File: config.mk
export PLATFORM = sky130hd
export DESIGN_NAME = register_file
export DESIGN_NICKNAME = d
export VERILOG_FILES = /design/src/cpu_pkg.sv /design/src/register_file.sv
export SDC_FILE = /design/constraint.sdc
export NUM_CORES = 2
export LEC_CHECK = 0
export CORE_AREA = 5 5 339 341
export DETAILED_ROUTE_END_ITERATION = 6
export DIE_AREA = 0 0 344 346
export DONT_BUFFER_PORTS = 1
export GPL_TIMING_DRIVEN = 0
export PLACE_DENSITY = 0.67
export SLEW_MARGIN = 15
export SYNTH_ARGS = -nofsm -noshare
export SYNTH_HDL_FRONTEND = slang
export SYNTH_SLANG_ARGS = --single-unit
File: constraint.sdc
create_clock -name clock -period 2.15 [get_ports clock]
set_input_delay 0.1075 -clock clock [delete_from_list [all_inputs] [get_ports clock]]
set_output_delay 0.1075 -clock clock [all_outputs]
set_load 0.005 [all_outputs]
File: src/cpu_pkg.sv
`default_nettype none

package cpu_pkg;

	typedef logic [31:0] word_t;
	typedef logic [4:0]  reg_idx_t;
	typedef logic [7:0]  imem_idx_t;
	typedef logic [5:0]  opcode_t;
	typedef logic [5:0]  funct_t;
	typedef logic [11:0] apb_addr_t;

	localparam int IMEM_DEPTH = 256;
	localparam int NUM_REGS   = 32;

	localparam imem_idx_t START_INDEX = 8'd0;
	localparam word_t     START_PC    = 32'h8002_0000; // Byte address of word 0
	localparam apb_addr_t CTRL_ADDR   = 12'h400;

	// Major opcodes
	localparam opcode_t OP_RTYPE = 6'b000000;
	localparam opcode_t OP_ADDI  = 6'b001000;
	localparam opcode_t OP_ADDIU = 6'b001001;
	localparam opcode_t OP_SLTI  = 6'b001010;
	localparam opcode_t OP_ORI   = 6'b001101;
	localparam opcode_t OP_XORI  = 6'b001110;
	localparam opcode_t OP_LUI   = 6'b001111;

	// R-type function codes
	localparam funct_t FN_SLL  = 6'b000000;
	localparam funct_t FN_SRL  = 6'b000010;
	localparam funct_t FN_SRA  = 6'b000011;
	localparam funct_t FN_ADD  = 6'b100000;
	localparam funct_t FN_ADDU = 6'b100001;
	localparam funct_t FN_SUB  = 6'b100010;
	localparam funct_t FN_SUBU = 6'b100011;
	localparam funct_t FN_AND  = 6'b100100;
	localparam funct_t FN_OR   = 6'b100101;
	localparam funct_t FN_XOR  = 6'b100110;
	localparam funct_t FN_NOR  = 6'b100111;
	localparam funct_t FN_SLT  = 6'b101010;
	localparam funct_t FN_SLTU = 6'b101011;

	typedef enum logic [3:0] {
		ALU_ADD,
		ALU_SUB,
		ALU_AND,
		ALU_OR,
		ALU_XOR,
		ALU_NOR,
		ALU_SLT,
		ALU_SLTU,
		ALU_SLL,
		ALU_SRL,
		ALU_SRA,
		ALU_LUI,
		ALU_NONE // Dropped or unknown, no write-back
	} alu_op_t;

	typedef enum logic {
		IDLE,
		RUN
	} run_state_t;

endpackage

`default_nettype wire

File: src/register_file.sv
`timescale 1ns/1ps
`default_nettype none

module register_file (
	input  wire                    clock,
	input  wire                    rst,
	input  wire cpu_pkg::reg_idx_t ra_a,
	input  wire cpu_pkg::reg_idx_t ra_b,
	input  wire                    we,
	input  wire cpu_pkg::reg_idx_t wa,
	input  wire cpu_pkg::word_t    wd,
	output cpu_pkg::word_t         rd_a,
	output cpu_pkg::word_t         rd_b
);

	cpu_pkg::word_t regs [cpu_pkg::NUM_REGS];

	always_ff @(posedge clock) begin
		if (rst) begin
			for (int i = 0; i < cpu_pkg::NUM_REGS; i++) begin
				regs[i] <= '0;
			end
		end else if (we && wa != 5'd0) begin
			regs[wa] <= wd;
		end
	end

	// Write-through so decode sees the value retiring this cycle
	function automatic cpu_pkg::word_t read_port(input cpu_pkg::reg_idx_t ra);
		if (ra == 5'd0) begin
			return '0;
		end
		if (we && wa == ra) begin
			return wd;
		end
		return regs[ra];
	endfunction

	always_comb begin
		rd_a = read_port(ra_a);
		rd_b = read_port(ra_b);
	end

endmodule

`default_nettype wire

* Word-level counts from Yosys, hierarchy flattened *
Memories as Yosys holds them, arrays and structs flattened.
Cells that the tools add are included.

cells by class
  shifts and indexed selects = 0
  reductions and logical operators = 7
  multiply operators = 0
  eq/ne operators = 2
  divide/modulo/power cells = 0
  add/sub/neg operators = 0
  bitwise logic cells = 0
  order comparisons = 0
  mux-type cells = 22

operators by type and width
  operator             count
  $mux W32             9
  $reduce_or A32 Y1    1
  $mux W1              12
  $eq A5 B5 Y1         2
  $logic_not A5 Y1     2
  $mux W5              1
  $reduce_bool A5 Y1   1
  $logic_and A1 B1 Y1  3

word-level totals
  memories = 1
  output and inout bits = 64
  bits in latches = 0
  memory bits (read-only) = 0
  RAM bits = 1024
  input port bits = 50
  word-level logic and storage cells = 32
  register bits after elaboration = 0

memory list
  memory  words  width  rd ports  clocked after Yosys merged registers in  wr ports  line                 RTL
  regs    32     32     2         0                                        32        register_file.sv:16  cpu_pkg::word_t regs [cpu_pkg::NUM_REGS];

* Logic depth before layout (Yosys ltp) *
  depth in word-level cells = 7
  gate-level depth with buffers = 9
  mapped depth without buffers = 5

* Worst setup path before layout *
No wires, ideal clock.

  path type = input to register
  start point = input wa[2]
  end point = memory regs[11][0] (netlist bit), enable pin
  stages on the path = 4
  path slack = 0.282 ns
  library setup time = 0.375 ns
  path buffers = 1
  data arrival time = 1.493 ns
  path through = buf_2 or3b_2 nor2_1 or2_2

RTL lines
  what                line                 RTL
  start: declaration  register_file.sv:10  input wire cpu_pkg::reg_idx_t wa,
  end: declaration    register_file.sv:16

==> impl_metrics.env <==
export IMPL_status="finished, violations left"
export IMPL_violations="design-rule violations, negative hold slack, negative setup slack"
export IMPL_grt_pass1_wl_um=327800
export IMPL_grtUsageTotal=0.4113
export IMPL_syn_cell_area_sq_mm=0.05539
export IMPL_power_frac_comb=0.151
export IMPL_synthDistinctLibCells=57
export IMPL_vias=39770
export IMPL_synth_seq_cells=1024
export IMPL_vdd_ir_drop_worst_v=0.0006652
export IMPL_dieHeight_um=346
export IMPL_cts_sinks=1024
export IMPL_wl_per_cell_um=43.99
export IMPL_largest_reg_flops=1024
export IMPL_synth_top_family_by_area="multiplexers"
export IMPL_drt_iter0_markers=6797
export IMPL_area_growth_syn_to_layout_pct=15.18
export IMPL_final_hold_violation_count=2
export IMPL_worstMarginPinSlew_ps=1350
export IMPL_critPathKind="register to primary output"
export IMPL_initial_core_util=0.4964
export IMPL_cp_max_fo=2
export IMPL_rows=123
export IMPL_cts_htree_levels=3
export IMPL_antenna_found_initial=22
export IMPL_p_leak_nw=21.97
export IMPL_cap_violations=0
export IMPL_gr_total_overflow=0
export IMPL_power_density_mw_per_mm2=794.6
export IMPL_drt_wl_total_um=249000
export IMPL_io_buffers=0
export IMPL_synth_compound_area_frac=0.05731
export IMPL_yosys_warnings=0
export IMPL_cts_buffers_inserted=112
export IMPL_worstSetupStartpointType="register"
export IMPL_fmax_mhz=375.6
export IMPL_synth_largest_area_cell="edfxtp_1"
export IMPL_p_seq_frac=0.466
export IMPL_synthSimpleGateAreaFrac=0.1371
export IMPL_dieArea_sq_mm=0.1190
export IMPL_firstDrtPassIters=7
export IMPL_postSynth_asyncResetShare=0
export IMPL_num_io_pins=114
export IMPL_detailed_place_hpwl_um=171700
export IMPL_yosysSeqAreaShare=0.5552
export IMPL_cts_reportedPaths_clkPinSlew_ps=70
export IMPL_cp_end_kind="primary output"
export IMPL_fin_nets=4099
export IMPL_synthCells=3843
export IMPL_clockBufferDepth=3
export IMPL_slew_headroom=0.1003
export IMPL_synthTopCellsByArea="edfxtp_1 (56%), mux4_2 (15%), and2_1 (11%), mux2i_1 (4.3%), clkbuf_1 (1.9%)"
export IMPL_synth_adder_area_share=0
export IMPL_hold_ws_ps=-4.876
export IMPL_drive_gt1_frac=0.2790
export IMPL_pwr_share_clk=0.383
export IMPL_cts_tree="built"
export IMPL_worstPathRequired_ps=2040
export IMPL_maxSlewViolCount=0
export IMPL_max_flop_register="regs"
export IMPL_synth_xor_area_frac=0.001581
export IMPL_largestRegisters="regs x1024"
export IMPL_ant_nets=0
export IMPL_place_ws_ps=-1542
export IMPL_clk_root_buffer_cell="clkbuf_16"
export IMPL_drc=32
export IMPL_grt_pass1_vias=38710
export IMPL_n_fill_cell=8904
export IMPL_p_sw_mw=13.88
export IMPL_setup_viol=256
export IMPL_hp_class="input port to register"
export IMPL_min_period_over_period=1.238
export IMPL_sw_frac_of_total=0.2739
export IMPL_setup_tns_ps=-33950
export IMPL_core_sq_mm=0.1116
export IMPL_synth_flop_cell="edfxtp_1"
export IMPL_place_gp_congestion=1.037
export IMPL_vias_per_cell=7.027
export IMPL_die_x_um=344
export IMPL_rsz0062_at_grt="yes"
export IMPL_cp_arrival_ps=2560
export IMPL_finalPower_mw=50.69
export IMPL_muxShareOfSynthArea=0.2119
export IMPL_synth_area_per_cell_sq_um=14.41
export IMPL_p_int_mw=36.80
export IMPL_worst_slack_ps=-512.6
export IMPL_fin_util=0.5717
export IMPL_grt_max_degree=33
export IMPL_synth_edf_count=1024
export IMPL_min_period_ps=2663
export IMPL_yosys_area_top_type_share=0.5552
-- logic make-up (layout without fill, tap and decap cells) --
family / count (synthesis) / after routing
AOI/OAI and AO/OA: 436 / 436
xor gates and xnor gates: 10 / 10
buffers and inverters: 420 / 682
DFF: 1024 / 1024
muxes: 685 / 685
other: 1 / 56
and+or+nand+nor: 1267 / 1267
-- power groups by stage --
stage / Clock (mW) / Combinational, mW / Sequential, mW
CTS: 19.2 / 7.15 / 23.6
detailed placement: 0 / 6.43 / 24.0
global route: 20.0 / 7.55 / 23.7
global placement: 0 / 6.37 / 24.0
floorplan: 0 / 3.67 / 23.8
finish: 19.4 / 7.63 / 23.6
-- worst paths after layout --
kind,start,to,depth (start not counted)
worst max-delay path,regs[12][11]$_SDFFCE_PN0P_,rd_a[11],5
worst min-delay path,wd[24],regs[26][24]$_SDFFCE_PN0P_,2
-- critical path, cell delays in order, from the launching register on --
cell and delay [ps]:
edfxtp_1 390, mux4_2 600, and3_4 240, nor3_4 130
o21ai_1 100, a32o_2 370
-- area by class of cell --
class,count,area (sq um),area share
Antenna cell,24,60.06,0.0009415
Buffer,416,2512,0.03938
Clock buffer,141,3018,0.04731
Clock inverter,60,531.8,0.008336
Inverter,2,11.26,0.0001765
Multi-Input combinational cell,2430,24430,0.3830
Sequential cell,1024,30750,0.4820
Tap cell,1500,1877,0.02942
Timing Repair Buffer,63,600.6,0.009415
-- metal layers --
metal	vias up	GRT usage	part of all wire
li1	15230	-	-
met1	20140	0.5037	0.33
met2	3480	0.5713	0.41
met3	914	0.1870	0.16
met4	16	0.3032	0.10
met5	-	0.008413	0.00098
-- cells in the final DEF, fill, tap and decap left out, types with 39 or more instances in the layout --
master / n
a22oi_1: 40
mux2_2: 64
clkbuf_16: 117
and2_1: 994
buf_2: 40
clkbuf_1: 231
mux2i_1: 214
clkbuf_2: 42
o22ai_1: 53
edfxtp_1: 1024
buf_4: 65
a22oi_2: 39
mux4_2: 383
nor2_1: 63
-- cell usage after synthesis (all sizes together) (25+ instances only) --
library cell	number
or2	34
o22ai	57
nor2b	25
edfxtp	1024
and2	995
a211oi	52
nor3	33
nor2	74
a21oi	37
mux2i	238
o21ai	55
mux2	64
a32o	32
clkbuf	278
nand2	53
mux4	383
a22oi	79
a31oi	25
o221ai	39
buf	140
-- what timing repair did --
action | CTS | global route
endpoints found under the setup margin | 846 | 169
hold buffers | 33 | 0
setup buffers | 14 | 11
pin swaps | 126 | 58
gates resized for setup | 533 | 88
hold endpoints to repair | 775 | 0
-- metrics by stage --
step | instances | instance area (sq um) | hold WS, ps
after floorplan | 3874 | 55500 | 305.7
after global placement | 5374 | 57380 | 308.0
after detailed placement | 5379 | 57490 | 310.2
after CTS | 5626 | 63300 | 1.509
after global routing | 5640 | 63740 | 1.068
final | 5660 | 63790 | -4.876
No activity file was read; power rests on OpenSTA's default activity.
