**src/cpu_pkg.sv**
```systemverilog
`default_nettype none

package cpu_pkg;

	typedef logic [31:0] word_t;
	typedef logic [4:0]  reg_idx_t;
	typedef logic [7:0]  imem_idx_t;
	typedef logic [5:0]  opcode_t;
	typedef logic [5:0]  funct_t;
	typedef logic [11:0] apb_addr_t;

	localparam int IMEM_DEPTH = 256;
	localparam int NUM_REGS   = 32;

	localparam imem_idx_t START_INDEX = 8'd0;
	localparam word_t     START_PC    = 32'h8002_0000; // Byte address of word 0
	localparam apb_addr_t CTRL_ADDR   = 12'h400;

	// Major opcodes
	localparam opcode_t OP_RTYPE = 6'b000000;
	localparam opcode_t OP_ADDI  = 6'b001000;
	localparam opcode_t OP_ADDIU = 6'b001001;
	localparam opcode_t OP_SLTI  = 6'b001010;
	localparam opcode_t OP_ORI   = 6'b001101;
	localparam opcode_t OP_XORI  = 6'b001110;
	localparam opcode_t OP_LUI   = 6'b001111;

	// R-type function codes
	localparam funct_t FN_SLL  = 6'b000000;
	localparam funct_t FN_SRL  = 6'b000010;
	localparam funct_t FN_SRA  = 6'b000011;
	localparam funct_t FN_ADD  = 6'b100000;
	localparam funct_t FN_ADDU = 6'b100001;
	localparam funct_t FN_SUB  = 6'b100010;
	localparam funct_t FN_SUBU = 6'b100011;
	localparam funct_t FN_AND  = 6'b100100;
	localparam funct_t FN_OR   = 6'b100101;
	localparam funct_t FN_XOR  = 6'b100110;
	localparam funct_t FN_NOR  = 6'b100111;
	localparam funct_t FN_SLT  = 6'b101010;
	localparam funct_t FN_SLTU = 6'b101011;

	typedef enum logic [3:0] {
		ALU_ADD,
		ALU_SUB,
		ALU_AND,
		ALU_OR,
		ALU_XOR,
		ALU_NOR,
		ALU_SLT,
		ALU_SLTU,
		ALU_SLL,
		ALU_SRL,
		ALU_SRA,
		ALU_LUI,
		ALU_NONE // Dropped or unknown, no write-back
	} alu_op_t;

	typedef enum logic {
		IDLE,
		RUN
	} run_state_t;

endpackage

`default_nettype wire

```
**src/issue_if.sv**
```systemverilog
`timescale 1ns/1ps
`default_nettype none

interface issue_if;
	logic              valid;
	cpu_pkg::alu_op_t  op;
	cpu_pkg::reg_idx_t rd;
	cpu_pkg::word_t    src_a;
	cpu_pkg::word_t    src_b;
	cpu_pkg::reg_idx_t a_reg; // Source register of a, 0 if none
	cpu_pkg::reg_idx_t b_reg; // Source register of b, 0 if none
	logic [4:0]        shamt;

	modport source (
		output valid, op, rd, src_a, src_b, a_reg, b_reg, shamt
	);

	modport sink (
		input valid, op, rd, src_a, src_b, a_reg, b_reg, shamt
	);
endinterface

`default_nettype wire

```
**src/decode_unit.sv**
```systemverilog
`timescale 1ns/1ps
`default_nettype none

module decode_unit (
	input  wire                 clock,
	input  wire                 rst,
	input  wire cpu_pkg::word_t insn,
	input  wire                 insn_valid,
	input  wire cpu_pkg::word_t rf_rd_a,
	input  wire cpu_pkg::word_t rf_rd_b,
	output cpu_pkg::reg_idx_t   rf_ra_a,
	output cpu_pkg::reg_idx_t   rf_ra_b,
	issue_if.source             issue
);

	cpu_pkg::opcode_t  opcode;
	cpu_pkg::reg_idx_t rs;
	cpu_pkg::reg_idx_t rt;
	cpu_pkg::reg_idx_t rd;
	logic [4:0]        shamt;
	cpu_pkg::funct_t   funct;
	logic [15:0]       imm;
	cpu_pkg::word_t    imm_sx;
	cpu_pkg::word_t    imm_zx;

	cpu_pkg::alu_op_t  op_d;
	cpu_pkg::reg_idx_t dest_d;
	cpu_pkg::word_t    b_d;
	cpu_pkg::reg_idx_t a_reg_d;
	cpu_pkg::reg_idx_t b_reg_d;

	assign opcode = insn[31:26];
	assign rs     = insn[25:21];
	assign rt     = insn[20:16];
	assign rd     = insn[15:11];
	assign shamt  = insn[10:6];
	assign funct  = insn[5:0];
	assign imm    = insn[15:0];
	assign imm_sx = {{16{imm[15]}}, imm};
	assign imm_zx = {16'h0000, imm};

	assign rf_ra_a = rs;
	assign rf_ra_b = rt;

	always_comb begin
		op_d    = cpu_pkg::ALU_NONE;
		dest_d  = rt; // I-type writes rt
		b_d     = imm_sx;
		a_reg_d = rs;
		b_reg_d = 5'd0;
		case (opcode)
			cpu_pkg::OP_RTYPE: begin
				dest_d  = rd;
				b_d     = rf_rd_b;
				b_reg_d = rt;
				case (funct)
					cpu_pkg::FN_ADD, cpu_pkg::FN_ADDU: op_d = cpu_pkg::ALU_ADD;
					cpu_pkg::FN_SUB, cpu_pkg::FN_SUBU: op_d = cpu_pkg::ALU_SUB;
					cpu_pkg::FN_AND:  op_d = cpu_pkg::ALU_AND;
					cpu_pkg::FN_OR:   op_d = cpu_pkg::ALU_OR;
					cpu_pkg::FN_XOR:  op_d = cpu_pkg::ALU_XOR;
					cpu_pkg::FN_NOR:  op_d = cpu_pkg::ALU_NOR;
					cpu_pkg::FN_SLT:  op_d = cpu_pkg::ALU_SLT;
					cpu_pkg::FN_SLTU: op_d = cpu_pkg::ALU_SLTU;
					cpu_pkg::FN_SLL, cpu_pkg::FN_SRL, cpu_pkg::FN_SRA: begin
						a_reg_d = 5'd0; // Shifts only read rt
						case (funct)
							cpu_pkg::FN_SLL: op_d = cpu_pkg::ALU_SLL;
							cpu_pkg::FN_SRL: op_d = cpu_pkg::ALU_SRL;
							default:         op_d = cpu_pkg::ALU_SRA;
						endcase
					end
					default: op_d = cpu_pkg::ALU_NONE;
				endcase
			end
			cpu_pkg::OP_ADDI, cpu_pkg::OP_ADDIU: op_d = cpu_pkg::ALU_ADD;
			cpu_pkg::OP_SLTI: op_d = cpu_pkg::ALU_SLT;
			cpu_pkg::OP_ORI: begin
				op_d = cpu_pkg::ALU_OR;
				b_d  = imm_zx;
			end
			cpu_pkg::OP_XORI: begin
				op_d = cpu_pkg::ALU_XOR;
				b_d  = imm_zx;
			end
			cpu_pkg::OP_LUI: begin
				op_d    = cpu_pkg::ALU_LUI;
				b_d     = imm_zx;
				a_reg_d = 5'd0;
			end
			default: op_d = cpu_pkg::ALU_NONE;
		endcase
	end

	always_ff @(posedge clock) begin
		if (rst) begin
			issue.valid <= 1'b0;
		end else begin
			issue.valid <= insn_valid;
		end
	end

	always_ff @(posedge clock) begin
		issue.op    <= op_d;
		issue.rd    <= dest_d;
		issue.src_a <= rf_rd_a;
		issue.src_b <= b_d;
		issue.a_reg <= a_reg_d;
		issue.b_reg <= b_reg_d;
		issue.shamt <= shamt;
	end

endmodule

`default_nettype wire

```
**src/flat_wrapper.sv**
```systemverilog
// flat-port wrapper written by rule: the top's interface ports become plain ports
module decode_unit_flat 
  (clock, rst, insn, insn_valid, rf_rd_a, rf_rd_b, rf_ra_a, rf_ra_b, issue_valid, issue_op, issue_rd, issue_src_a, issue_src_b, issue_a_reg, issue_b_reg, issue_shamt);
  issue_if issue_i ();
  input  wire clock;
  input  wire rst;
  input  wire cpu_pkg::word_t insn;
  input  wire insn_valid;
  input  wire cpu_pkg::word_t rf_rd_a;
  input  wire cpu_pkg::word_t rf_rd_b;
  output cpu_pkg::reg_idx_t rf_ra_a;
  output cpu_pkg::reg_idx_t rf_ra_b;
  output wire logic [$bits(issue_i.valid)-1:0] issue_valid;
  output wire logic [$bits(issue_i.op)-1:0] issue_op;
  output wire logic [$bits(issue_i.rd)-1:0] issue_rd;
  output wire logic [$bits(issue_i.src_a)-1:0] issue_src_a;
  output wire logic [$bits(issue_i.src_b)-1:0] issue_src_b;
  output wire logic [$bits(issue_i.a_reg)-1:0] issue_a_reg;
  output wire logic [$bits(issue_i.b_reg)-1:0] issue_b_reg;
  output wire logic [$bits(issue_i.shamt)-1:0] issue_shamt;
  assign issue_valid = issue_i.valid;
  assign issue_op = issue_i.op;
  assign issue_rd = issue_i.rd;
  assign issue_src_a = issue_i.src_a;
  assign issue_src_b = issue_i.src_b;
  assign issue_a_reg = issue_i.a_reg;
  assign issue_b_reg = issue_i.b_reg;
  assign issue_shamt = issue_i.shamt;
  decode_unit u_core (.clock(clock), .rst(rst), .insn(insn), .insn_valid(insn_valid), .rf_rd_a(rf_rd_a), .rf_rd_b(rf_rd_b), .rf_ra_a(rf_ra_a), .rf_ra_b(rf_ra_b), .issue(issue_i));
endmodule
```
**config.mk**
```make
export PLATFORM = sky130hd
export DESIGN_NAME = decode_unit_flat
export DESIGN_NICKNAME = d
export VERILOG_FILES = /design/src/cpu_pkg.sv /design/src/issue_if.sv /design/src/decode_unit.sv /design/src/flat_wrapper.sv
export SDC_FILE = /design/constraint.sdc
export NUM_CORES = 1
export LEC_CHECK = 0
export BUFFER_PORTS_ARGS = -buffer_cell sky130_fd_sc_hd__buf_2
export CELL_PAD_IN_SITES_DETAIL_PLACEMENT = 1
export CELL_PAD_IN_SITES_GLOBAL_PLACEMENT = 2
export CORE_MARGIN = 4
export CORE_UTILIZATION = 23
export CTS_BUF_LIST = sky130_fd_sc_hd__clkbuf_2
export DETAILED_ROUTE_END_ITERATION = 16
export MAX_ROUTING_LAYER = met4
export PLACE_DENSITY = 0.8
export SLEW_MARGIN = 20
export SYNTH_ARGS = -nofsm -noshare
export SYNTH_HDL_FRONTEND = slang
export SYNTH_SLANG_ARGS = --single-unit
export TNS_END_PERCENT = 5
```
**constraint.sdc**
```tcl
create_clock -name clock -period 2.5 [get_ports clock]
set_input_delay 0.5 -clock clock [delete_from_list [all_inputs] [get_ports clock]]
set_output_delay 0.5 -clock clock [all_outputs]
set_load 0.005 [all_outputs]
```
# Word level (Yosys, flattened, before mapping)
# Index checks and enable logic that the tools add are counted.
[classes]
magnitude_cmp = 0
add_sub_neg = 0
n_reduce_logical = 7
mul = 0
eq_ne = 18
n_div = 0
bitwise = 0
shifts = 0
mux = 7
[ops]
columns = ["operator", "count"]
rows = [
  ["$pmux W32 S2", 1],
  ["$eq A6 B6 Y1 const B", 10],
  ["$eq A6 B4 Y1 const B", 6],
  ["$pmux W4 S9", 1],
  ["$pmux W4 S6", 1],
  ["$eq A6 B2 Y1 const B", 2],
  ["$logic_not A6 Y1", 2],
  ["$mux W5", 2],
  ["$pmux W5 S2", 1],
  ["$reduce_or A2 Y1", 3],
  ["$reduce_or A3 Y1", 2],
  ["$pmux W2 S2", 1],
]
[word_totals]
input_bits = 99
memories = 0
ff_bits = 89
elab_cells = 40
out_inout_bits = 99
mem_bits_ro = 0
mem_bits_rw = 0
latch_bits = 0

# Depth between registers and ports, before layout
[logic_depth]
ltp_word = 4
ltp_mapped = 7
ltp_nobuf = 4

# Worst setup path before layout
# Ideal clock, no wire load.
[synth_path]
path_type = "in2reg"
startpoint = "input insn[26]"
endpoint = "register u_core.issue.rd[3]"
stages = 5
slack_ps = 544
setup_time_ps = 121
arrival_time_ps = 1835
n_path_buf = 2
required_ps = 2379
cell_sequence = "buf_2 or2_1 nor4_4 buf_2 mux2_2"
[synth_via]
elab_chain_cells = 2
[synth_lines]
columns = ["item", "line_no", "text"]
rows = [
  ["from (decl)", "flat_wrapper.sv:7", "input wire cpu_pkg::word_t insn;"],
  ["$logic_not A6 Y1", "decode_unit.sv:51", "case (opcode)"],
  ["$mux W5", "decode_unit.sv:51", ""],
  ["named net u_core.dest_d[3]", "decode_unit.sv:27", "cpu_pkg::reg_idx_t dest_d;"],
  ["to (signal assigned)", "decode_unit.sv:105", "issue.rd <= dest_d;"],
  ["to (decl)", "issue_if.sv:15", "output valid, op, rd, src_a, src_b, a_reg, b_reg, shamt"],
]
# The timed path passes the listed nets, and every way through them passes these cells.
# A chain may end at the register's enable or synchronous reset.

# Worst setup path in the final report
[layout_path]
startpoint = "register u_core.issue.src_b[14]"
endpoint = "output issue_src_b[14]"
[layout_lines]
columns = ["item", "line_no", "text"]
rows = [
  ["from (decl)", "issue_if.sv:15", ""],
  ["from (signal assigned)", "decode_unit.sv:107", "issue.src_b <= b_d;"],
  ["to (decl)", "flat_wrapper.sv:17", "output wire logic [$bits(issue_i.src_b)-1:0] issue_src_b;"],
]
# No word-level cell between the ends.

==> flow_metrics.env <==
export IMPL_grt_pass1_vias=2500
export IMPL_timing_final_crit_share_pct=61.86
export IMPL_htree_levels=3
export IMPL_grt_usage_pct=13.56
export IMPL_fin_nets=527
export IMPL_clock_path_buffers=2
export IMPL_drc=0
export IMPL_p_leak_uw=0.002063
export IMPL_yosysTopAreaCell="dfxtp_1"
export IMPL_fmax_mhz=646.7
export IMPL_ir_drop_uv=229.3
export IMPL_switching_share_pct=24.76
export IMPL_dp_cells=523
export IMPL_wl_met3_um=852
export IMPL_dpl_hpwl_mm=6.460
export IMPL_routed_wl_mm=8.722
export IMPL_crit_slowest_cell="dfxtp_1"
export IMPL_vias_per_cell=4.098
export IMPL_drtPass1Iterations=4
export IMPL_maxCapViolCount=0
export IMPL_die_w_um=114.2
export IMPL_grt_pass1_wl_mm=13.10
export IMPL_drtIter0Drc=90
export IMPL_ys_seq_area_share_pct=68.66
export IMPL_fin_setup_tns_ps=0
export IMPL_cts_clk_slew_worst_paths_ps=240
export IMPL_tritoncts="yes"
export IMPL_wire_per_inst_um=15.25
export IMPL_critPathMaxFanout=1
export IMPL_multiInputGateArea_um2=673.1
export IMPL_arrival_ps=1050
export IMPL_die_area_mm2=0.01305
export IMPL_die_h_um=114.2
export IMPL_power_density_mw_per_mm2=616.5
export IMPL_synth_area_leaders="dfxtp_1, mux2_2, a21o_1"
export IMPL_grt_antenna_before_repair=0
export IMPL_worstPathRequired_ps=2000
export IMPL_cts_root_buf="clkbuf_2"
export IMPL_crit_chain="buf_2"
export IMPL_cts_num_sinks=89
export IMPL_m1WireLength_mm=3.394
export IMPL_yosysUniqueCellTypes=31
export IMPL_synth_most_common_cell="dfxtp_1"
export IMPL_syn_avg_cell_area_um2=12.72
export IMPL_synth_async_sr_flop_share_pct=0
export IMPL_ys_ff_latch=89
export IMPL_core_mm2=0.01094
export IMPL_critPathTopFamily="flip-flops"
export IMPL_design_area_mm2=0.004094
export IMPL_synthDominantCellAreaShare_pct=68.66
export IMPL_finalNonFillerCells=572
export IMPL_drive_above_1_share_pct=54.40
export IMPL_timing_critical_path_buf_inv=1
export IMPL_worstMarginPinSlew_ps=592.4
export IMPL_hold_viol=0
export IMPL_finalSetupViolations=0
export IMPL_critPathKind="reg -> out"
export IMPL_maxSlewViolCount=0
export IMPL_synthesis_area_mm2=0.002595
export IMPL_grt_max_degree=26
export IMPL_rsz0062_at_grt="no"
export IMPL_wl_met2_mm=4.331
export IMPL_seqPwrFrac_pct=60.1
export IMPL_switchingPower_uw=625.0
export IMPL_synth_edf_count=0
export IMPL_syn2layout_area_growth_pct=57.76
export IMPL_num_vias=2344
export IMPL_top_regs="u_core.issue.src_a x32, u_core.issue.src_b x32"
export IMPL_finalCriticalPeriod_ps=1546
export IMPL_power_frac_comb_pct=12.2
export IMPL_rows=38
export IMPL_regArea_mm2=0.001782
export IMPL_gp_congestion=0.7102
export IMPL_diodes=0
export IMPL_ant_nets=0
export IMPL_synth_commonest_cells="dfxtp_1, mux2_2, a21o_1"
export IMPL_port_buffers=197
export IMPL_max_slew_margin_rel_pct=60.50
export IMPL_grt_ovfl_total=0
export IMPL_cts_buffers=9
export IMPL_io_pins=198
export IMPL_run_status="finished, final reports clean"
export IMPL_min_path_type="in -> reg"
export IMPL_synthFlopType="dfxtp_1"
export IMPL_postPlaceCellArea_mm2=0.003650
export IMPL_endpoint_kind="output pin"
export IMPL_syn_num_nets=303
export IMPL_ctsResizeCount=0
export IMPL_start_kind="flip-flop"
export IMPL_syn_inst=204
export IMPL_slowest_delay_ps=380
export IMPL_initial_utilization_pct=23.73
export IMPL_p_int_uw=1899
export IMPL_pwr_share_clk_pct=27.8
export IMPL_fillers=1269
export IMPL_top_layer="met4"
export IMPL_yosys_warnings=0
-- stage by stage --
stage	setup slack [ps]	total power [uW]	utilization (%)	hold slack [ps]
after detailed placement	420.6	1811	33.38	604.7
after global routing	847.3	2672	37.44	4.903
after CTS	869.7	2583	37.44	1.741
final	953.6	2524	37.44	70.01
after global placement	478.7	1803	33.38	602.1
after floorplan	544.3	1640	-	527.7
-- metal layers --
layer,vias up,global-route usage (%)
met5,-,-
met4,0,5.701
met3,13,4.017
met2,126,22.95
met1,1084,14.83
li1,1121,-
-- path summary, 6_finish.rpt --
| path | start | endpoint | slack, ps | cells after the start |
|---|---|---|---|---|
| max | u_core.issue.src_b[14]$_DFF_P_ | issue_src_b[14] | 950 | 1 |
| min | insn[10] | u_core.issue.shamt[4]$_DFF_P_ | 70 | 1 |
-- what timing repair did --
item | 4_1_cts | 5_1_grt
hold endpoints to repair | 34 | 0
hold buffers | 34 | 0
buffers inserted | 0 | 0
-- cell type report --
cell class / count / share of cell area, %
Clock buffer: 9 / 1.100
Clock inverter: 6 / 1.436
Inverter: 3 / 0.2751
Multi-Input combinational cell: 91 / 16.44
Sequential cell: 89 / 43.52
Tap cell: 140 / 4.279
Timing Repair Buffer: 234 / 32.95
-- power groups by stage --
stage          sequential (uW)  clock, uW  combinational, uW
3_3_place_gp              1540          0                260
3_5_place_dp              1540          0                266
5_1_grt                   1530        805                340
6_report                  1520        701                307
4_1_cts                   1520        756                310
2_1_floorplan             1560          0               82.1
-- cells by family (layout without fill, tap and decap cells) --
family / count (synthesis) / count (layout) / synth area share [%]
mux: 19 / 19 / 8.245
flops: 89 / 89 / 68.66
buf+inv: 24 / 252 / 5.400
simple gates: 39 / 39 / 9.017
compound gates: 33 / 33 / 8.679
-- placed cells by master, fill, tap and decap left out, drive strengths merged, types with 4 or more instances in the layout --
cell	Yosys	routed
a21o	16	16
a21oi	5	5
and2	10	10
buf	15	200
clkbuf	6	9
dfxtp	89	89
dlygate4sd3	0	34
inv	3	4
mux2	19	19
nand2	8	8
o21ai	4	4
(Power assumes the default switching activity.)
