--- config.mk ---
export PLATFORM = sky130hd
export DESIGN_NAME = alu_flat
export DESIGN_NICKNAME = d
export VERILOG_FILES = /design/src/cpu_pkg.sv /design/src/issue_if.sv /design/src/alu.sv /design/src/flat_wrapper.sv
export SDC_FILE = /design/constraint.sdc
export NUM_CORES = 1
export LEC_CHECK = 0
export ABC_CLOCK_PERIOD_IN_PS = 11300
export BUFFER_PORTS_ARGS = -buffer_cell sky130_fd_sc_hd__buf_2
export CORE_MARGIN = 3
export CORE_UTILIZATION = 25
export CTS_CLUSTER_DIAMETER = 80
export DETAILED_ROUTE_END_ITERATION = 10
export PLACE_DENSITY = 0.41
export SLEW_MARGIN = 20
export SYNTH_ARGS = -nofsm -noshare
export SYNTH_HDL_FRONTEND = slang
export SYNTH_SLANG_ARGS = --single-unit
--- constraint.sdc ---
create_clock -name clock -period 11.3 [get_ports clock]
set_input_delay 2.26 -clock clock [delete_from_list [all_inputs] [get_ports clock]]
set_output_delay 2.26 -clock clock [all_outputs]
set_load 0.01 [all_outputs]
--- src/cpu_pkg.sv ---
`default_nettype none

package cpu_pkg;

	typedef logic [31:0] word_t;
	typedef logic [4:0]  reg_idx_t;
	typedef logic [7:0]  imem_idx_t;
	typedef logic [5:0]  opcode_t;
	typedef logic [5:0]  funct_t;
	typedef logic [11:0] apb_addr_t;

	localparam int IMEM_DEPTH = 256;
	localparam int NUM_REGS   = 32;

	localparam imem_idx_t START_INDEX = 8'd0;
	localparam word_t     START_PC    = 32'h8002_0000; // Byte address of word 0
	localparam apb_addr_t CTRL_ADDR   = 12'h400;

	// Major opcodes
	localparam opcode_t OP_RTYPE = 6'b000000;
	localparam opcode_t OP_ADDI  = 6'b001000;
	localparam opcode_t OP_ADDIU = 6'b001001;
	localparam opcode_t OP_SLTI  = 6'b001010;
	localparam opcode_t OP_ORI   = 6'b001101;
	localparam opcode_t OP_XORI  = 6'b001110;
	localparam opcode_t OP_LUI   = 6'b001111;

	// R-type function codes
	localparam funct_t FN_SLL  = 6'b000000;
	localparam funct_t FN_SRL  = 6'b000010;
	localparam funct_t FN_SRA  = 6'b000011;
	localparam funct_t FN_ADD  = 6'b100000;
	localparam funct_t FN_ADDU = 6'b100001;
	localparam funct_t FN_SUB  = 6'b100010;
	localparam funct_t FN_SUBU = 6'b100011;
	localparam funct_t FN_AND  = 6'b100100;
	localparam funct_t FN_OR   = 6'b100101;
	localparam funct_t FN_XOR  = 6'b100110;
	localparam funct_t FN_NOR  = 6'b100111;
	localparam funct_t FN_SLT  = 6'b101010;
	localparam funct_t FN_SLTU = 6'b101011;

	typedef enum logic [3:0] {
		ALU_ADD,
		ALU_SUB,
		ALU_AND,
		ALU_OR,
		ALU_XOR,
		ALU_NOR,
		ALU_SLT,
		ALU_SLTU,
		ALU_SLL,
		ALU_SRL,
		ALU_SRA,
		ALU_LUI,
		ALU_NONE // Dropped or unknown, no write-back
	} alu_op_t;

	typedef enum logic {
		IDLE,
		RUN
	} run_state_t;

endpackage

`default_nettype wire

--- src/issue_if.sv ---
`timescale 1ns/1ps
`default_nettype none

interface issue_if;
	logic              valid;
	cpu_pkg::alu_op_t  op;
	cpu_pkg::reg_idx_t rd;
	cpu_pkg::word_t    src_a;
	cpu_pkg::word_t    src_b;
	cpu_pkg::reg_idx_t a_reg; // Source register of a, 0 if none
	cpu_pkg::reg_idx_t b_reg; // Source register of b, 0 if none
	logic [4:0]        shamt;

	modport source (
		output valid, op, rd, src_a, src_b, a_reg, b_reg, shamt
	);

	modport sink (
		input valid, op, rd, src_a, src_b, a_reg, b_reg, shamt
	);
endinterface

`default_nettype wire

--- src/alu.sv ---
`timescale 1ns/1ps
`default_nettype none

module alu (
	input  wire             clock,
	input  wire             rst,
	issue_if.sink           issue,
	output logic            wb_valid,
	output cpu_pkg::reg_idx_t wb_reg,
	output cpu_pkg::word_t  wb_data
);

	cpu_pkg::word_t a;
	cpu_pkg::word_t b;
	cpu_pkg::word_t result;

	// Previous result still sits in write-back, not yet in the register file.
	// Register 0 never matches since it never raises wb_valid
	assign a = (wb_valid && wb_reg == issue.a_reg) ? wb_data : issue.src_a;
	assign b = (wb_valid && wb_reg == issue.b_reg) ? wb_data : issue.src_b;

	always_comb begin
		case (issue.op)
			cpu_pkg::ALU_ADD:  result = a + b; // Wraps, no overflow trap
			cpu_pkg::ALU_SUB:  result = a - b;
			cpu_pkg::ALU_AND:  result = a & b;
			cpu_pkg::ALU_OR:   result = a | b;
			cpu_pkg::ALU_XOR:  result = a ^ b;
			cpu_pkg::ALU_NOR:  result = ~(a | b);
			cpu_pkg::ALU_SLT:  result = {31'b0, $signed(a) < $signed(b)};
			cpu_pkg::ALU_SLTU: result = {31'b0, a < b};
			cpu_pkg::ALU_SLL:  result = b << issue.shamt;
			cpu_pkg::ALU_SRL:  result = b >> issue.shamt;
			cpu_pkg::ALU_SRA:  result = cpu_pkg::word_t'($signed(b) >>> issue.shamt);
			cpu_pkg::ALU_LUI:  result = {b[15:0], 16'h0000};
			default:           result = '0;
		endcase
	end

	always_ff @(posedge clock) begin
		if (rst) begin
			wb_valid <= 1'b0;
		end else begin
			wb_valid <= issue.valid && issue.op != cpu_pkg::ALU_NONE && issue.rd != 5'd0;
		end
	end

	always_ff @(posedge clock) begin
		wb_reg  <= issue.rd;
		wb_data <= result;
	end

endmodule

`default_nettype wire

--- src/flat_wrapper.sv ---
// flat-port wrapper written by rule: the top's interface ports become plain ports
module alu_flat 
  (clock, rst, wb_valid, wb_reg, wb_data, issue_valid, issue_op, issue_rd, issue_src_a, issue_src_b, issue_a_reg, issue_b_reg, issue_shamt);
  issue_if issue_i ();
  input  wire clock;
  input  wire rst;
  output logic wb_valid;
  output cpu_pkg::reg_idx_t wb_reg;
  output cpu_pkg::word_t wb_data;
  input wire logic [$bits(issue_i.valid)-1:0] issue_valid;
  input wire logic [$bits(issue_i.op)-1:0] issue_op;
  input wire logic [$bits(issue_i.rd)-1:0] issue_rd;
  input wire logic [$bits(issue_i.src_a)-1:0] issue_src_a;
  input wire logic [$bits(issue_i.src_b)-1:0] issue_src_b;
  input wire logic [$bits(issue_i.a_reg)-1:0] issue_a_reg;
  input wire logic [$bits(issue_i.b_reg)-1:0] issue_b_reg;
  input wire logic [$bits(issue_i.shamt)-1:0] issue_shamt;
  assign issue_i.valid = issue_valid;
  assign issue_i.op = issue_op;
  assign issue_i.rd = issue_rd;
  assign issue_i.src_a = issue_src_a;
  assign issue_i.src_b = issue_src_b;
  assign issue_i.a_reg = issue_a_reg;
  assign issue_i.b_reg = issue_b_reg;
  assign issue_i.shamt = issue_shamt;
  alu u_core (.clock(clock), .rst(rst), .issue(issue_i), .wb_valid(wb_valid), .wb_reg(wb_reg), .wb_data(wb_data));
endmodule
Word level (Yosys, flattened, before mapping):

Cells that the tools add are included.

* register bits: 38
* output and inout bits: 38
* input port bits: 91

* shift operators: 3
* add/sub/neg operators: 2
* reduce and logical (&&, ||, !) cells: 6
* bitwise gates (word level): 4
* mux-type cells: 3
* $lt $le $gt $ge: 2
* equality and inequality tests: 14

Operator list (count)
* one-hot mux 32 bit (12 select lines): 1
* < comparator 32 bit: 2
* two-way mux 32 bit: 2
* adder 32 bit: 1
* bitwise AND 32 bit: 1
* NOT 32 bit: 1
* OR 32 bit: 1
* << shifter 32 x 5 -> 32 bit: 1
* >> shifter 32 x 5 -> 32 bit: 1
* >>> shifter 32 x 5 -> 32 bit: 1
* subtractor 32 bit: 1
* bitwise XOR 32 bit: 1
* == test 4 x 3 -> 1 bit, second input constant: 4
* == test 4 bit, second input constant: 4
* == test 5 bit: 2
* == test 4 x 2 -> 1 bit, second input constant: 2
* nonzero test 5 bit: 1
* == test 4 x 1 -> 1 bit, second input constant: 1
* logical AND 1 bit: 4
* logical NOT 4 bit: 1
* inequality test 4 bit, second input constant: 1

Depth between registers and ports, before layout:

* word-level depth: 6
* depth in mapped cells: 19
* mapped depth without buffers: 17

Least setup slack after synthesis:

No wires, ideal clock.

* path type: input to register
* from: in issue_a_reg[1]
* to: reg u_core.wb_data[27]
* cell stages on the path: 16
* setup slack: 4.663 ns
* path buffers: 3
* required time: 11.166 ns
* data arrival time: 6.503 ns
* path through: xor2_1 nor4_1 and3_1 clkbuf_1 buf_1 mux2_2 ha_1 clkbuf_1 and3_1 a2111oi_0 a21oi_1 a221oi_1 nor2_1 a211o_1 mux2i_1 or4b_1

* longest elaborated chain between the ends: 6
* elaborated cells between the ends (all ways): 10

Ends and longest elaborated chain
* from (decl): RTL line flat_wrapper.sv:15 `input wire logic [$bits(issue_i.a_reg)-1:0] issue_a_reg;`
* == test 5 bit *: RTL line alu.sv:19 `assign a = (wb_valid && wb_reg == issue.a_reg) ? wb_data : issue.src_a;`
* logical AND 1 bit *: RTL line alu.sv:19
* two-way mux 32 bit *: RTL line alu.sv:19
* branches (longest 2 deep; another with subtractor 32 bit)
* one-hot mux 32 bit (12 select lines) *: RTL line alu.sv:23 `case (issue.op)`
* via u_core.result[27]: RTL line alu.sv:15 `cpu_pkg::word_t result;`
* to (signal assigned): RTL line alu.sv:50 `wb_data <= result;`
* to (decl): RTL line alu.sv:10 `output cpu_pkg::word_t wb_data`

Mark *: on every way through the listed nets, which the timed path passes.
A chain may end at the register's enable or synchronous reset.

Final worst setup path:

* from: in issue_b_reg[2]
* to: reg u_core.wb_data[27]

* longest elaborated chain between the ends: 6
* elaborated cells between the ends (all ways): 13

Ends and longest elaborated chain
* from (decl): RTL line flat_wrapper.sv:16 `input wire logic [$bits(issue_i.b_reg)-1:0] issue_b_reg;`
* == test 5 bit *: RTL line alu.sv:20 `assign b = (wb_valid && wb_reg == issue.b_reg) ? wb_data : issue.src_b;`
* logical AND 1 bit *: RTL line alu.sv:20
* two-way mux 32 bit *: RTL line alu.sv:20
* branches (longest 2 deep; another with subtractor 32 bit)
* one-hot mux 32 bit (12 select lines) *: RTL line alu.sv:23
* via u_core.result[27]: RTL line alu.sv:15

Marks and branches as above.

==> flow_results.xml <==
<?xml version="1.0" encoding="UTF-8"?>
<metrics>
  <group name="timing">
    <metric name="timing.final.max_slew_violations" unit="">0</metric>
    <metric name="max-slew-margin-rel" unit="%">25.6</metric>
    <metric name="grt_setup_unrepaired" unit="">false</metric>
    <metric name="hold_viol" unit="">0</metric>
    <metric name="max_freq" unit="MHz">133</metric>
    <metric name="final.setup_skew" unit="ns">0.00467</metric>
    <metric name="fin_tns_setup" unit="ns">0</metric>
    <metric name="finalCritPeriodShare" unit="%">66.4</metric>
    <metric name="setup_violations" unit="">0</metric>
    <metric name="post_layout_worst_setup_margin" unit="ns">3.80</metric>
    <metric name="shortest_clock_period_the_worst_path_allows_after_layout" unit="ns">7.50</metric>
    <metric name="worst_pin_slew" unit="ns">1.09</metric>
  </group>
  <group name="logic_synthesis">
    <metric name="synth_compound_area_share" unit="%">31.0</metric>
    <metric name="post_synth.cell_area_avg" unit="sq um">7.75</metric>
    <metric name="synth_cells" unit="">1453</metric>
    <metric name="synth_adder_area_share" unit="%">11.2</metric>
    <metric name="seq_area_frac_synth" unit="%">6.76</metric>
    <metric name="yosys.cell_types.count" unit="">83</metric>
    <metric name="mappedNetlistArea" unit="sq mm">0.0113</metric>
    <metric name="combinational_family_with_the_most_area_after_synthesis" unit="">compound AO/OA/AOI/OAI gates</metric>
    <metric name="synth_edf_count" unit="">0</metric>
    <metric name="synthMuxAreaShare" unit="%">27.1</metric>
    <metric name="synth_top_flop_cell" unit="">dfxtp_1</metric>
    <metric name="synth-warning-count" unit="">0</metric>
    <metric name="yosys.area_share.xor_xnor" unit="%">1.17</metric>
    <metric name="synth-seq-cells" unit="">38</metric>
    <metric name="synth_simple_gate_area_share" unit="%">15.2</metric>
    <metric name="synth-async-reset-ratio" unit="%">0</metric>
    <metric name="syn_nets" unit="">1644</metric>
  </group>
  <group name="grt">
    <metric name="globalRoute.totalOverflow" unit="">0</metric>
    <metric name="grt_pass1_vias" unit="">12567</metric>
    <metric name="track_usage" unit="%">25.7</metric>
    <metric name="grt_max_degree" unit="">57</metric>
    <metric name="grt_first_pass_wirelength" unit="mm">90.7</metric>
    <metric name="antenna_found_initial" unit="">3</metric>
  </group>
  <group name="placement">
    <metric name="gpl.final_weighted_congestion" unit="">0.982</metric>
    <metric name="dp_worst_setup_slack" unit="ns">3.52</metric>
    <metric name="buffer_ports.inserted" unit="">128</metric>
    <metric name="dp_cells" unit="">2104</metric>
    <metric name="detailedPlacementHpwl" unit="mm">49.3</metric>
  </group>
  <group name="setup_path">
    <metric name="worst-path-buf-inv" unit="">4</metric>
    <metric name="cpLargestDelayFamily" unit="">compound AO/OA/AOI/OAI gates</metric>
    <metric name="crit_path_start_kind" unit="">primary input</metric>
    <metric name="cp.arrival" unit="ns">7.69</metric>
    <metric name="critical_path_sink_type" unit="">flip-flop</metric>
    <metric name="worst-path-stages" unit="">18</metric>
    <metric name="worst-r2r-cell-count" unit="">17</metric>
    <metric name="r2r_slack" unit="ns">5.47</metric>
    <metric name="critical_path.max_fanout" unit="">39</metric>
    <metric name="cpMaxStageDelayCell" unit="">a221oi_1</metric>
    <metric name="crit_chain" unit="">buf_2 &gt; xnor2_1 &gt; and2_1 &gt; nand2_4 &gt; buf_4 &gt; mux2i_1 &gt; buf_4 &gt; inv_1 &gt; ha_1 &gt; nand3_1 &gt; nand2_1 &gt; a2111oi_0 &gt; a21oi_1 &gt; a221oi_1 &gt; nor2_1 &gt; a211o_1 &gt; mux2i_1 &gt; or4b_1</metric>
    <metric name="slowest_delay" unit="ns">0.88</metric>
    <metric name="worst-endpoint-required" unit="ns">11.49</metric>
    <metric name="timing.setup.critical_path_class" unit="">in2reg</metric>
  </group>
  <group name="cts">
    <metric name="tritoncts" unit="">yes</metric>
    <metric name="cts_root_buf" unit="">clkbuf_16</metric>
    <metric name="cts.repair_timing.setup_buffer_count" unit="">0</metric>
    <metric name="cts_made_buffers" unit="">5</metric>
    <metric name="htree_levels" unit="">2</metric>
    <metric name="clock_tree.buffer_depth" unit="">2</metric>
    <metric name="postCtsHoldBufs" unit="">0</metric>
    <metric name="numClockSinks" unit="">38</metric>
    <metric name="worst_skew_pair.late_latency" unit="ns">0.31</metric>
    <metric name="cts-resized-gates" unit="">0</metric>
    <metric name="worst_setup_hold_path_clk_slew" unit="ns">0.07</metric>
  </group>
  <group name="floorplan">
    <metric name="fp.dieH" unit="um">218</metric>
    <metric name="floorplan.initialDensity" unit="%">25.4</metric>
    <metric name="number_of_cell_rows" unit="">77</metric>
    <metric name="die_width" unit="um">218</metric>
    <metric name="io-pin-count" unit="">129</metric>
    <metric name="placeableCoreArea" unit="sq mm">0.0443</metric>
    <metric name="die_area" unit="sq mm">0.0476</metric>
  </group>
  <group name="power_and_ir_drop">
    <metric name="static_leakage" unit="nW">5.33</metric>
    <metric name="pwr_density_cell" unit="mW/mm^2">76.4</metric>
    <metric name="fin_total_pwr" unit="mW">0.967</metric>
    <metric name="ir_worst_vdd" unit="mV">0.0505</metric>
  </group>
  <group name="status">
    <metric name="run_status" unit="">finished, final reports clean</metric>
  </group>
  <group name="drt">
    <metric name="antenna_violating_nets_post_route" unit="">0</metric>
    <metric name="via_count_normalized_by_instance_count" unit="">6.24</metric>
    <metric name="drt_drc_violations_left" unit="">0</metric>
    <metric name="postRouteWirelength" unit="mm">63.4</metric>
    <metric name="count_of_routing_violations_after_the_opening_detailed_route_iteration" unit="">1503</metric>
    <metric name="num_vias" unit="">13190</metric>
    <metric name="firstDrtPassIters" unit="">7</metric>
    <metric name="drt-wirelength-per-cell" unit="um">30.0</metric>
  </group>
  <group name="hold_path">
    <metric name="min_path_type" unit="">reg2reg</metric>
    <metric name="worst_hold_path.num_cells" unit="">4</metric>
  </group>
  <group name="job">
    <metric name="timing.max_cap.violations" unit="">0</metric>
  </group>
  <group name="layout">
    <metric name="final_net_count" unit="">1710</metric>
    <metric name="flow.area_growth_from_synthesis" unit="%">12.5</metric>
    <metric name="finalNonFillerCells" unit="">2113</metric>
    <metric name="layout.core_utilization" unit="%">28.6</metric>
    <metric name="seqCellArea" unit="sq um">761</metric>
    <metric name="layout-drive-gt1-share" unit="%">21.8</metric>
    <metric name="nFillCells" unit="">4896</metric>
    <metric name="largest_register_ffs" unit="">32</metric>
    <metric name="multi_input_comb_area" unit="sq mm">0.00966</metric>
  </group>
</metrics>
## worst register-to-register path: stages (launching register included)
cell and delay [ns]:
dfxtp_1 0.40, xnor2_1 0.12, and4_4 0.21, nand2_4 0.51, buf_4 0.52, mux2i_1 0.26
buf_4 0.24, inv_1 0.09, ha_1 0.44, nand3_1 0.22, nand2_1 0.10, a2111oi_0 0.40
a21oi_1 0.22, a221oi_1 0.88, nor2_1 0.15, a211o_1 0.31, mux2i_1 0.12, or4b_1 0.51
## through the flow
step | instance area, sq um | hold WS, ns
6_report | 12700 | 1.08
5_1_grt | 12700 | 1.12
4_1_cts | 12700 | 1.07
3_5_place_dp | 12500 | 1.05
3_3_place_gp | 12500 | 1.03
2_1_floorplan | 11300 | 0.836
## logic make-up after synthesis
kind of cell / Yosys count
AOI/OAI and AO/OA: 510
xor gates and xnor gates: 15
adders and majority gates: 100
buffers and inverters: 216
DFF: 38
muxes: 198
and+or+nand+nor: 376
## cell usage after synthesis (9+ instances only)
cell	number	area (sq um)
nand3_1	33	165
clkbuf_1	90	338
mux2_2	46	518
o211ai_1	26	195
a211oi_1	9	67.6
nor2b_1	9	56.3
a31oi_1	16	100
inv_1	101	379
nor2_1	108	405
o21bai_1	10	75.1
ha_1	98	1230
nand2b_1	13	81.3
mux4_2	78	1760
buf_1	14	52.6
a211o_1	11	96.3
o22ai_1	21	131
a21oi_1	117	586
and2_1	9	56.3
o31ai_1	15	113
nand2_1	131	492
nor3_1	30	150
dfxtp_1	38	761
o221ai_1	15	131
a21o_1	17	128
a221o_1	18	180
xnor2_1	10	87.6
o21ai_0	100	500
a22oi_1	13	97.6
a221oi_1	35	307
mux2i_1	69	691
## layout by cell type (no fill, tap or decap), types with 27 or more instances in the layout
master,instances
a21oi_1,117
buf_2,128
nand3_1,33
nor3_1,27
nand2_1,131
dfxtp_1,38
a221oi_1,35
o21ai_0,100
buf_4,41
mux4_2,78
ha_1,98
mux2_2,46
mux2i_1,69
nor2_1,107
inv_1,98
## power breakdown
part	internal (mW)	switching, mW
Combinational	0.223	0.379
Clock	0.0882	0.0749
Sequential	0.154	0.0473
Total	0.466	0.501
## area by class of cell
| type | count | area share, % |
|---|---|---|
| diodes | 1 | 0.0198 |
| clock buffers | 7 | 1.13 |
| clock inverters | 1 | 0.0395 |
| inverters | 106 | 3.14 |
| multi-input cells | 1199 | 76.3 |
| flip-flops and latches | 38 | 6.01 |
| well taps | 592 | 5.85 |
| repair buffers | 169 | 7.49 |
## worst paths after layout
| path | from | end |
|---|---|---|
| max reg2reg | u_core.wb_reg[1]$_DFF_P_ | u_core.wb_data[27]$_DFF_P_ |
| max | issue_b_reg[2] | u_core.wb_data[27]$_DFF_P_ |
| min | u_core.wb_data[4]$_DFF_P_ | u_core.wb_data[20]$_DFF_P_ |
| min reg2reg | u_core.wb_data[4]$_DFF_P_ | u_core.wb_data[20]$_DFF_P_ |
## metal layers
metal / up-vias / wire [um] / track usage, %
met4: 2 / 2550 / 9.02
met1: 6591 / 26700 / 35.2
li1: 5723 / - / -
met2: 733 / 28900 / 41.5
met5: - / 13 / 0
met3: 141 / 5220 / 3.50
(Power assumes the default switching activity.)
